==> src/ddrc_ctrl_settings.svh <==
// ------------------------------------------------------------
// bus widths, register map and reset values of the DDR3
// control block; addresses are Wishbone word addresses
// entries without a mask are exact matches (DDRC_EXACT_MSK)
// ------------------------------------------------------------
`ifndef DDRC_CTRL_SETTINGS_SVH
`define DDRC_CTRL_SETTINGS_SVH

`define DDRC_ADR_BITS 10 // word address width
`define DDRC_DAT_BITS 32 // data bus width

`define DDRC_EXACT_MSK    10'h3ff // full compare

`define DDRC_DLY_LD_ADR   10'h080 // delay load, adr[6:0] selects the delay
`define DDRC_DLY_LD_MSK   10'h380
`define DDRC_DLY_SET_ADR  10'h070 // apply all loaded delays at once
`define DDRC_DLY_SET_MSK  10'h3ff
`define DDRC_RUN_ADR      10'h000 // sequencer run, adr[3:0] is the channel
`define DDRC_RUN_MSK      10'h3f0
`define DDRC_PATT_ADR     10'h020 // {dqm, dqs} patterns
`define DDRC_TRI_ADR      10'h021 // tristate on/off nibbles
`define DDRC_WBUF_ADR     10'h022 // write buffer enable delay
`define DDRC_PAGES_ADR    10'h023 // buffer pages
`define DDRC_CMDA_ADR     10'h024 // level taken from adr[0]
`define DDRC_CMDA_MSK     10'h3fe
`define DDRC_SDRST_ADR    10'h026
`define DDRC_SDRST_MSK    10'h3fe
`define DDRC_CKE_ADR      10'h028
`define DDRC_CKE_MSK      10'h3fe
`define DDRC_DCI_ADR      10'h02a
`define DDRC_DCI_MSK      10'h3fe
`define DDRC_DLYRST_ADR   10'h02c
`define DDRC_DLYRST_MSK   10'h3fe
`define DDRC_EXTRA_ADR    10'h02e // inv_clk_div in dat[0]

`define DDRC_PATT_RST     16'h0055 // dqm 00, dqs 55
`define DDRC_TRI_RST      16'hc3e7 // dqs last/first, dq last/first
`define DDRC_WBUF_RST     4'd6

`endif

==> src/ddrc_ctrl_pkg.sv <==
// ------------------------------------------------------------
// types shared by the control block; every union view is
// one full data word with the unused upper bits as padding
// ------------------------------------------------------------
`include "ddrc_ctrl_settings.svh"

package ddrc_ctrl_pkg;

    typedef struct packed {
        logic [1:0] port1_page;     // port 1 buffer write page
        logic [1:0] port1_int_page; // port 1 PHY side read page
        logic [1:0] port0_page;     // port 0 buffer read page
        logic [1:0] port0_int_page; // port 0 PHY side write page
    } ctrl_pages_t;

    typedef union packed {
        logic [`DDRC_DAT_BITS-1:0] raw;
        struct packed {
            logic [`DDRC_DAT_BITS-17:0] pad;
            logic [7:0]                 dqm; // upper byte
            logic [7:0]                 dqs;
        } patt_w;
        struct packed {
            logic [`DDRC_DAT_BITS-17:0] pad;
            logic [3:0]                 dqs_off;
            logic [3:0]                 dqs_on;
            logic [3:0]                 dq_off;
            logic [3:0]                 dq_on;
        } tri_w;
        struct packed {
            logic [`DDRC_DAT_BITS-9:0] pad;
            ctrl_pages_t               pg;
        } pages_w;
        struct packed {
            logic [`DDRC_DAT_BITS-12:0] pad;
            logic [10:0]                run_addr; // msb set means auto mode
        } run_w;
        struct packed {
            logic [`DDRC_DAT_BITS-9:0] pad;
            logic [7:0]                dly; // fine delay or MMCM phase
        } dly_w;
        struct packed {
            logic [`DDRC_DAT_BITS-5:0] pad;
            logic [3:0]                wbuf_delay;
        } nib_w;
        struct packed {
            logic [`DDRC_DAT_BITS-2:0] pad;
            logic                      inv_clk_div;
        } bit_w;
    } ctrl_data_u;

    typedef struct packed {
        logic                      valid; // one cycle per accepted write
        logic [`DDRC_ADR_BITS-1:0] adr;
        ctrl_data_u                dat;
    } ctrl_cmd_t;

    typedef struct packed {
        logic dly_ld;
        logic dly_set;
        logic run;
        logic patt;
        logic tri_pat;
        logic wbuf;
        logic pages;
        logic cmda;
        logic sdrst;
        logic cke;
        logic dci;
        logic dlyrst;
        logic extra;
    } ctrl_sel_t;

    typedef struct packed {
        logic cmda_en;     // drive cmd/addr lines
        logic ddr_rst;     // DDR3 reset, high after system reset
        logic dci_rst;
        logic dly_rst;
        logic ddr_cke;
        logic inv_clk_div; // invert clk_div to ISERDES
    } ctrl_levels_t;

    typedef struct packed {
        logic [7:0] dqs_pattern;
        logic [7:0] dqm_pattern;
        logic [3:0] dqs_tri_off;
        logic [3:0] dqs_tri_on;
        logic [3:0] dq_tri_off;
        logic [3:0] dq_tri_on;
        logic [3:0] wbuf_delay; // extra cycles on write buffer enable
    } ctrl_patt_t;

    typedef struct packed {
        logic [7:0] dly_data;
        logic [6:0] dly_addr;
        logic       ld_delay; // one cycle pulse
        logic       dly_set;  // one cycle pulse
    } dly_cmd_t;

    typedef struct packed {
        logic [10:0] run_addr;
        logic [3:0]  run_chn;
        logic        run_seq; // one cycle pulse
    } seq_cmd_t;

endpackage

==> src/ddrc_wb_slave.sv <==
// ------------------------------------------------------------
// Wishbone classic slave, writes only; a read ends with err
// ack/err come one cycle after the request, master must drop
// stb after it; no wait states are ever inserted
// ------------------------------------------------------------
`timescale 1ns/1ps
`include "ddrc_ctrl_settings.svh"

module ddrc_wb_slave (
    input  logic                      clk,
    input  logic                      mclk,
    input  logic                      cyc,
    input  logic                      stb,
    input  logic                      we,
    input  logic [`DDRC_ADR_BITS-1:0] adr,
    input  logic [`DDRC_DAT_BITS-1:0] dat,
    output logic                      ack,
    output logic                      err,
    output ddrc_ctrl_pkg::ctrl_cmd_t  cmd
);

    logic                      req;      // cycle requested this clock
    logic                      fresh;    // not yet answered
    logic                      wr_take;
    logic                      rd_take;
    logic                      valid_r;
    logic [`DDRC_ADR_BITS-1:0] adr_r;
    logic [`DDRC_DAT_BITS-1:0] dat_r;

    assign req     = cyc & stb;
    assign fresh   = ~(ack | err);    // strobe still high in the answer cycle
    assign wr_take = req & we & fresh;
    assign rd_take = req & ~we & fresh;

    always_ff @(posedge clk or posedge mclk) begin
        if (mclk) begin
            ack     <= 1'b0;
            err     <= 1'b0;
            valid_r <= 1'b0;
        end else begin
            ack     <= wr_take;
            err     <= rd_take;   // reads are not supported
            valid_r <= wr_take;   // command rides along with ack
        end
    end

    always_ff @(posedge clk) begin
        if (wr_take) begin
            adr_r <= adr;
            dat_r <= dat;
        end
    end

    assign cmd = {valid_r, adr_r, dat_r};

    // every request gets exactly one single cycle answer
    a_one_answer: assert property (@(posedge clk) disable iff (mclk)
        (ack || err) |-> !(ack && err) ##1 !(ack || err));

endmodule

==> src/ddrc_cmd_decode.sv <==
// ------------------------------------------------------------
// register map decoder, purely combinational
// at most one strobe is set, and only while cmd.valid is high
// unmapped addresses give no strobe at all
// ------------------------------------------------------------
`timescale 1ns/1ps
`include "ddrc_ctrl_settings.svh"

module ddrc_cmd_decode (
    input  ddrc_ctrl_pkg::ctrl_cmd_t cmd,
    output ddrc_ctrl_pkg::ctrl_sel_t sel
);

    // address hits when all bits under the mask agree
    function automatic logic hit(
        input logic [`DDRC_ADR_BITS-1:0] a,
        input logic [`DDRC_ADR_BITS-1:0] base,
        input logic [`DDRC_ADR_BITS-1:0] msk
    );
        return ((a ^ base) & msk) == '0;
    endfunction

    always_comb begin
        sel = '0;
        if (cmd.valid) begin
            // pulse commands
            sel.dly_ld  = hit(cmd.adr, `DDRC_DLY_LD_ADR, `DDRC_DLY_LD_MSK);
            sel.dly_set = hit(cmd.adr, `DDRC_DLY_SET_ADR, `DDRC_DLY_SET_MSK);
            sel.run     = hit(cmd.adr, `DDRC_RUN_ADR, `DDRC_RUN_MSK); // 16 channels
            // data registers, exact match
            sel.patt    = hit(cmd.adr, `DDRC_PATT_ADR, `DDRC_EXACT_MSK);
            sel.tri_pat = hit(cmd.adr, `DDRC_TRI_ADR, `DDRC_EXACT_MSK);
            sel.wbuf    = hit(cmd.adr, `DDRC_WBUF_ADR, `DDRC_EXACT_MSK);
            sel.pages   = hit(cmd.adr, `DDRC_PAGES_ADR, `DDRC_EXACT_MSK);
            sel.extra   = hit(cmd.adr, `DDRC_EXTRA_ADR, `DDRC_EXACT_MSK);
            // level controls, adr[0] is the new level
            sel.cmda    = hit(cmd.adr, `DDRC_CMDA_ADR, `DDRC_CMDA_MSK);
            sel.sdrst   = hit(cmd.adr, `DDRC_SDRST_ADR, `DDRC_SDRST_MSK);
            sel.cke     = hit(cmd.adr, `DDRC_CKE_ADR, `DDRC_CKE_MSK);
            sel.dci     = hit(cmd.adr, `DDRC_DCI_ADR, `DDRC_DCI_MSK);
            sel.dlyrst  = hit(cmd.adr, `DDRC_DLYRST_ADR, `DDRC_DLYRST_MSK);
        end
        // map regions must stay disjoint
        a_sel_onehot: assert ($onehot0(sel))
            else $error("ddrc_cmd_decode: adr %h hits %b", cmd.adr, sel);
    end

endmodule

==> src/ddrc_ctrl_regs.sv <==
// ------------------------------------------------------------
// held control registers, loaded one cycle after the strobe
// levels follow adr[0] of the write, the data of such a
// write is ignored; DDR3 reset is active after system reset
// ------------------------------------------------------------
`timescale 1ns/1ps
`include "ddrc_ctrl_settings.svh"

module ddrc_ctrl_regs (
    input  logic                        clk,
    input  logic                        mclk,
    input  ddrc_ctrl_pkg::ctrl_cmd_t    cmd,
    input  ddrc_ctrl_pkg::ctrl_sel_t    sel,
    output ddrc_ctrl_pkg::ctrl_levels_t levels,
    output ddrc_ctrl_pkg::ctrl_patt_t   patt,
    output ddrc_ctrl_pkg::ctrl_pages_t  pages
);

    always_ff @(posedge clk or posedge mclk) begin
        if (mclk) begin
            levels.cmda_en     <= 1'b0;   // cmd/addr lines tristated
            levels.ddr_rst     <= 1'b1;   // memory held in reset
            levels.dci_rst     <= 1'b0;
            levels.dly_rst     <= 1'b0;
            levels.ddr_cke     <= 1'b0;
            levels.inv_clk_div <= 1'b0;
            {patt.dqm_pattern, patt.dqs_pattern} <= `DDRC_PATT_RST;
            {patt.dqs_tri_off, patt.dqs_tri_on,
             patt.dq_tri_off, patt.dq_tri_on}   <= `DDRC_TRI_RST;
            patt.wbuf_delay    <= `DDRC_WBUF_RST;
            pages              <= '0;
        end else begin
            // level controls
            if (sel.cmda)   levels.cmda_en <= cmd.adr[0];
            if (sel.sdrst)  levels.ddr_rst <= cmd.adr[0];
            if (sel.cke)    levels.ddr_cke <= cmd.adr[0];
            if (sel.dci)    levels.dci_rst <= cmd.adr[0];
            if (sel.dlyrst) levels.dly_rst <= cmd.adr[0];
            if (sel.extra)  levels.inv_clk_div <= cmd.dat.bit_w.inv_clk_div;
            // data registers
            if (sel.patt) begin
                patt.dqm_pattern <= cmd.dat.patt_w.dqm;
                patt.dqs_pattern <= cmd.dat.patt_w.dqs;
            end
            if (sel.tri_pat) begin
                patt.dqs_tri_off <= cmd.dat.tri_w.dqs_off;
                patt.dqs_tri_on  <= cmd.dat.tri_w.dqs_on;
                patt.dq_tri_off  <= cmd.dat.tri_w.dq_off;
                patt.dq_tri_on   <= cmd.dat.tri_w.dq_on;
            end
            if (sel.wbuf)  patt.wbuf_delay <= cmd.dat.nib_w.wbuf_delay;
            if (sel.pages) pages <= cmd.dat.pages_w.pg; // same bit order as the word
        end
    end

endmodule

==> src/ddrc_cmd_pulses.sv <==
// ------------------------------------------------------------
// one cycle command pulses with their operands
// operands stay valid until the next command of their kind
// run_seq is dropped while the DDR3 reset level is active
// ------------------------------------------------------------
`timescale 1ns/1ps

module ddrc_cmd_pulses (
    input  logic                     clk,
    input  logic                     mclk,
    input  ddrc_ctrl_pkg::ctrl_cmd_t cmd,
    input  ddrc_ctrl_pkg::ctrl_sel_t sel,
    input  logic                     ddr_rst,
    output ddrc_ctrl_pkg::dly_cmd_t  dly,
    output ddrc_ctrl_pkg::seq_cmd_t  seq
);

    always_ff @(posedge clk or posedge mclk) begin
        if (mclk) begin
            dly <= '0;
            seq <= '0;
        end else begin
            dly.ld_delay <= sel.dly_ld;
            dly.dly_set  <= sel.dly_set;
            seq.run_seq  <= sel.run & ~ddr_rst; // no sequencer while memory in reset
            if (sel.dly_ld) begin
                dly.dly_data <= cmd.dat.dly_w.dly;
                dly.dly_addr <= cmd.adr[6:0];   // delay register select
            end
            if (sel.run) begin
                seq.run_addr <= cmd.dat.run_w.run_addr;
                seq.run_chn  <= cmd.adr[3:0];   // I/O buffer channel
            end
        end
    end

    // ddr_rst comes from the register block, a later write can not
    // raise it under a pending run pulse
    a_run_gated: assert property (@(posedge clk) disable iff (mclk)
        seq.run_seq |-> !ddr_rst);

endmodule

==> src/ddrc_control_top.sv <==
// ------------------------------------------------------------
// DDR3 controller configuration block, single clock domain
// two edges from Wishbone request to the effect on outputs
// ------------------------------------------------------------
`timescale 1ns/1ps
`include "ddrc_ctrl_settings.svh"

module ddrc_control_top (
    input  logic                        clk,
    input  logic                        mclk,
    input  logic                        cyc,
    input  logic                        stb,
    input  logic                        we,
    input  logic [`DDRC_ADR_BITS-1:0]   adr,
    input  logic [`DDRC_DAT_BITS-1:0]   dat,
    output logic                        ack,
    output logic                        err,
    output ddrc_ctrl_pkg::ctrl_levels_t levels,
    output ddrc_ctrl_pkg::ctrl_patt_t   patt,
    output ddrc_ctrl_pkg::ctrl_pages_t  pages,
    output ddrc_ctrl_pkg::dly_cmd_t     dly,
    output ddrc_ctrl_pkg::seq_cmd_t     seq
);

    import ddrc_ctrl_pkg::*;

    ctrl_cmd_t cmd; // accepted write, valid with ack
    ctrl_sel_t sel; // decoded strobes, same cycle

    ddrc_wb_slave u_wb_slave (
        .clk  (clk),
        .mclk (mclk),
        .cyc  (cyc),
        .stb  (stb),
        .we   (we),
        .adr  (adr),
        .dat  (dat),
        .ack  (ack),
        .err  (err),
        .cmd  (cmd)
    );

    ddrc_cmd_decode u_cmd_decode (
        .cmd (cmd),
        .sel (sel)
    );

    ddrc_ctrl_regs u_ctrl_regs (
        .clk    (clk),
        .mclk   (mclk),
        .cmd    (cmd),
        .sel    (sel),
        .levels (levels),
        .patt   (patt),
        .pages  (pages)
    );

    ddrc_cmd_pulses u_cmd_pulses (
        .clk     (clk),
        .mclk    (mclk),
        .cmd     (cmd),
        .sel     (sel),
        .ddr_rst (levels.ddr_rst), // gates run_seq
        .dly     (dly),
        .seq     (seq)
    );

endmodule

==> config.mk <==
export PLATFORM = sky130hd
export DESIGN_NAME = ddrc_control_top
export DESIGN_NICKNAME = d
export VERILOG_FILES = /design/src/ddrc_ctrl_pkg.sv /design/src/ddrc_wb_slave.sv /design/src/ddrc_cmd_decode.sv /design/src/ddrc_ctrl_regs.sv /design/src/ddrc_cmd_pulses.sv /design/src/ddrc_control_top.sv
export VERILOG_INCLUDE_DIRS = /design/src /design/src/src
export SDC_FILE = /design/constraint.sdc
export NUM_CORES = 1
export LEC_CHECK = 0
export BUFFER_PORTS_ARGS = -buffer_cell sky130_fd_sc_hd__buf_4
export CORE_UTILIZATION = 33
export DETAILED_ROUTE_END_ITERATION = 16
export SKIP_CTS_REPAIR_TIMING = 1
export SYNTH_ARGS = -nofsm -noshare
export SYNTH_HDL_FRONTEND = slang
export SYNTH_HIERARCHICAL = 1
export SYNTH_SLANG_ARGS = --single-unit
export TNS_END_PERCENT = 5
==> constraint.sdc <==
create_clock -name clk -period 2.75 [get_ports clk]
set_input_delay 0.275 -clock clk [delete_from_list [all_inputs] [get_ports clk]]
set_output_delay 0.275 -clock clk [all_outputs]
set_load 0.01 [all_outputs]
==> flow_metrics.py <==
metrics = {
    "outcome": {
        "status": "finished, final reports clean",
    },
    "clocking": {
        "clockBufferDepth": 2,
        "cts.sinks": 111,
        "clock_latency_ns": 0.35,
        "htreeDepth": 3,
        "numCtsBuffers": 9,
        "clockRootBuffer": "clkbuf_16",
        "cts_tree": "built",
        "clkSlewWorstSetupHoldPaths_ns": 0.07,
    },
    "layout": {
        "layout_commonest_cell": "buf_4",
        "fin_nets": 408,
        "fillers": 1172,
        "syn_to_final_growth_pct": 30.5,
        "mostFrequentLayoutCells": "123 x buf_4, 68 x dfrtp_1, 41 x mux2_2",
        "drive_gt1_frac": 0.678,
        "num_antenna_cells": 0,
        "final_util": 0.449,
    },
    "worst_setup_path": {
        "cp_slowest_cell": "or3b_1",
        "cp_cell_sequence": "or3b_1 -> nor4_2 -> buf_4 -> mux2_2",
        "max_stage_delay_ns": 0.56,
        "path_delay_family": "simple AND/OR/NAND/NOR gates",
        "cp-end-kind": "flip-flop",
        "crit_path_max_fanout": 16,
        "required_ns": 2.98,
        "start_kind": "flip-flop",
        "cp-startpoint": "u_wb_slave/adr_r[8]",
        "path_class": "flip-flop to flip-flop",
        "rr_startpoint": "u_wb_slave/adr_r[8]",
        "crit_arrival_ns": 2.44,
        "critPathBufInv": 1,
    },
    "placed_design": {
        "hpwl_um": 6470,
        "gp_congestion": 0.745,
        "io_buffers": 115,
    },
    "floorplanning": {
        "die-area_um2": 13800,
        "initial_core_util": 0.344,
        "row_count": 41,
        "die_w_um": 117,
        "die_h_um": 117,
        "core-area_um2": 12800,
        "io_pins": 132,
    },
    "sta": {
        "slew_headroom": 0.476,
        "skew_ns": 0.00940,
        "post-route-period-util": 0.802,
        "slew_violations": 0,
        "grt_setup_unrepaired": "false",
        "hold_violations": 0,
        "period_minus_slack_ns": 2.21,
        "setup_viol": 0,
        "fmax_mhz": 453,
        "worst_pin_slew_ns": 0.787,
        "fin_tns_setup_ns": 0,
    },
    "grt": {
        "antenna_found_initial": 0,
        "grt_use_total": 0.145,
        "grt_pass1_vias": 2638,
        "grt_max_degree": 30,
        "grt_pass1_wl_um": 15200,
        "grt_overflow": 0,
    },
    "route": {
        "drt_pre_antenna_iters": 4,
        "avgRoutedWirePerCell_um": 17.5,
        "routed_wl_um": 9410,
        "first_iter_violations": 88,
        "via_per_inst": 4.56,
        "drc": 0,
        "ant_nets": 0,
        "dr_total_vias": 2451,
    },
    "power": {
        "intPower_mw": 2.67,
        "power_frac_seq": 0.528,
        "power_density_nw_per_um2": 587,
        "swShare": 0.207,
        "p_clk_frac": 0.409,
        "ir_drop_v": 0.000243,
        "power_leakage_nw": 2.70,
        "switchingPower_uw": 697,
        "power_frac_comb": 0.063,
    },
    "worst_hold_path": {
        "hp-class": "input port to flip-flop",
        "hp-start": "adr[2]",
    },
    "synth": {
        "synth_area_um2": 4390,
        "netlist_instances": 238,
        "yosysWarnings": 6,
        "avgSynthCellArea_um2": 18.5,
        "syn-num-nets": 285,
    },
    "run": {
        "max-cap-violations": 0,
    },
}
layout make-up:
cell class	instances	area (um2)	share of cell area
sequential	111	2930	0.511
multi-input combinational	111	1320	0.230
timing repair buffer	124	933	0.163
clock buffer	14	284	0.0496
tap	172	215	0.0375
clock inverter	2	36.3	0.00633
inverter	4	15.0	0.00262
final timing paths:
| path | cells past startpoint | end | slack [ns] |
|---|---|---|---|
| max | 4 | u_ctrl_regs/patt[27] | 0.54 |
| min reg2reg | 1 | u_ctrl_regs/patt[24] | 0.51 |
| min | 1 | u_wb_slave/adr_r[2] | 0.1 |
| max in group asynchronous | 4 | u_ctrl_regs/patt[11] | 1.33 |
| max reg2reg | 4 | u_ctrl_regs/patt[27] | 0.54 |
| min in group asynchronous | 3 | u_wb_slave/err | 0.37 |
per-stage QoR:
stage / area, um2 / instances / hold slack [ns] / total power, mW / worst slack (ns)
final: 5730 / 538 / 0.0960 / 3.37 / 0.544
after global routing: 5730 / 538 / 0.0807 / 3.50 / 0.451
after CTS: 5720 / 537 / -0.208 / 3.42 / 0.560
after detailed placement: 5400 / 521 / 0.169 / 2.03 / 0.573
after global placement: 5400 / 521 / 0.167 / 2.02 / 0.598
after floorplan: 4390 / 238 / 0.0162 / 1.90 / 0.699
sequential cells by signal (all words and copies together), names as in the netlist:
register            flops
u_ctrl_regs/levels      6
u_ctrl_regs/patt       36
u_wb_slave/err          1
u_wb_slave/adr_r       10
u_ctrl_regs/pages       8
u_cmd_pulses/dly       17
u_wb_slave/dat_r       16
u_wb_slave/valid_r      1
u_cmd_pulses/seq       16
power groups by stage:
| stage | combinational [mW] | sequential (mW) | clock [mW] |
|---|---|---|---|
| finish | 0.213 | 1.78 | 1.38 |
| detailed placement | 0.217 | 1.81 | 0 |
| global placement | 0.213 | 1.81 | 0 |
| floorplan | 0.0800 | 1.82 | 0 |
| global route | 0.231 | 1.79 | 1.49 |
| CTS | 0.218 | 1.78 | 1.42 |
layer usage:
layer,vias to the layer above,global-route usage,routed length (um)
met1,1259,0.191,4290
met3,14,0.0350,457
li1,1103,-,-
met5,-,0,0
met2,75,0.223,4450
met4,0,0.0739,210
Power figures use the tool's default switching activity.
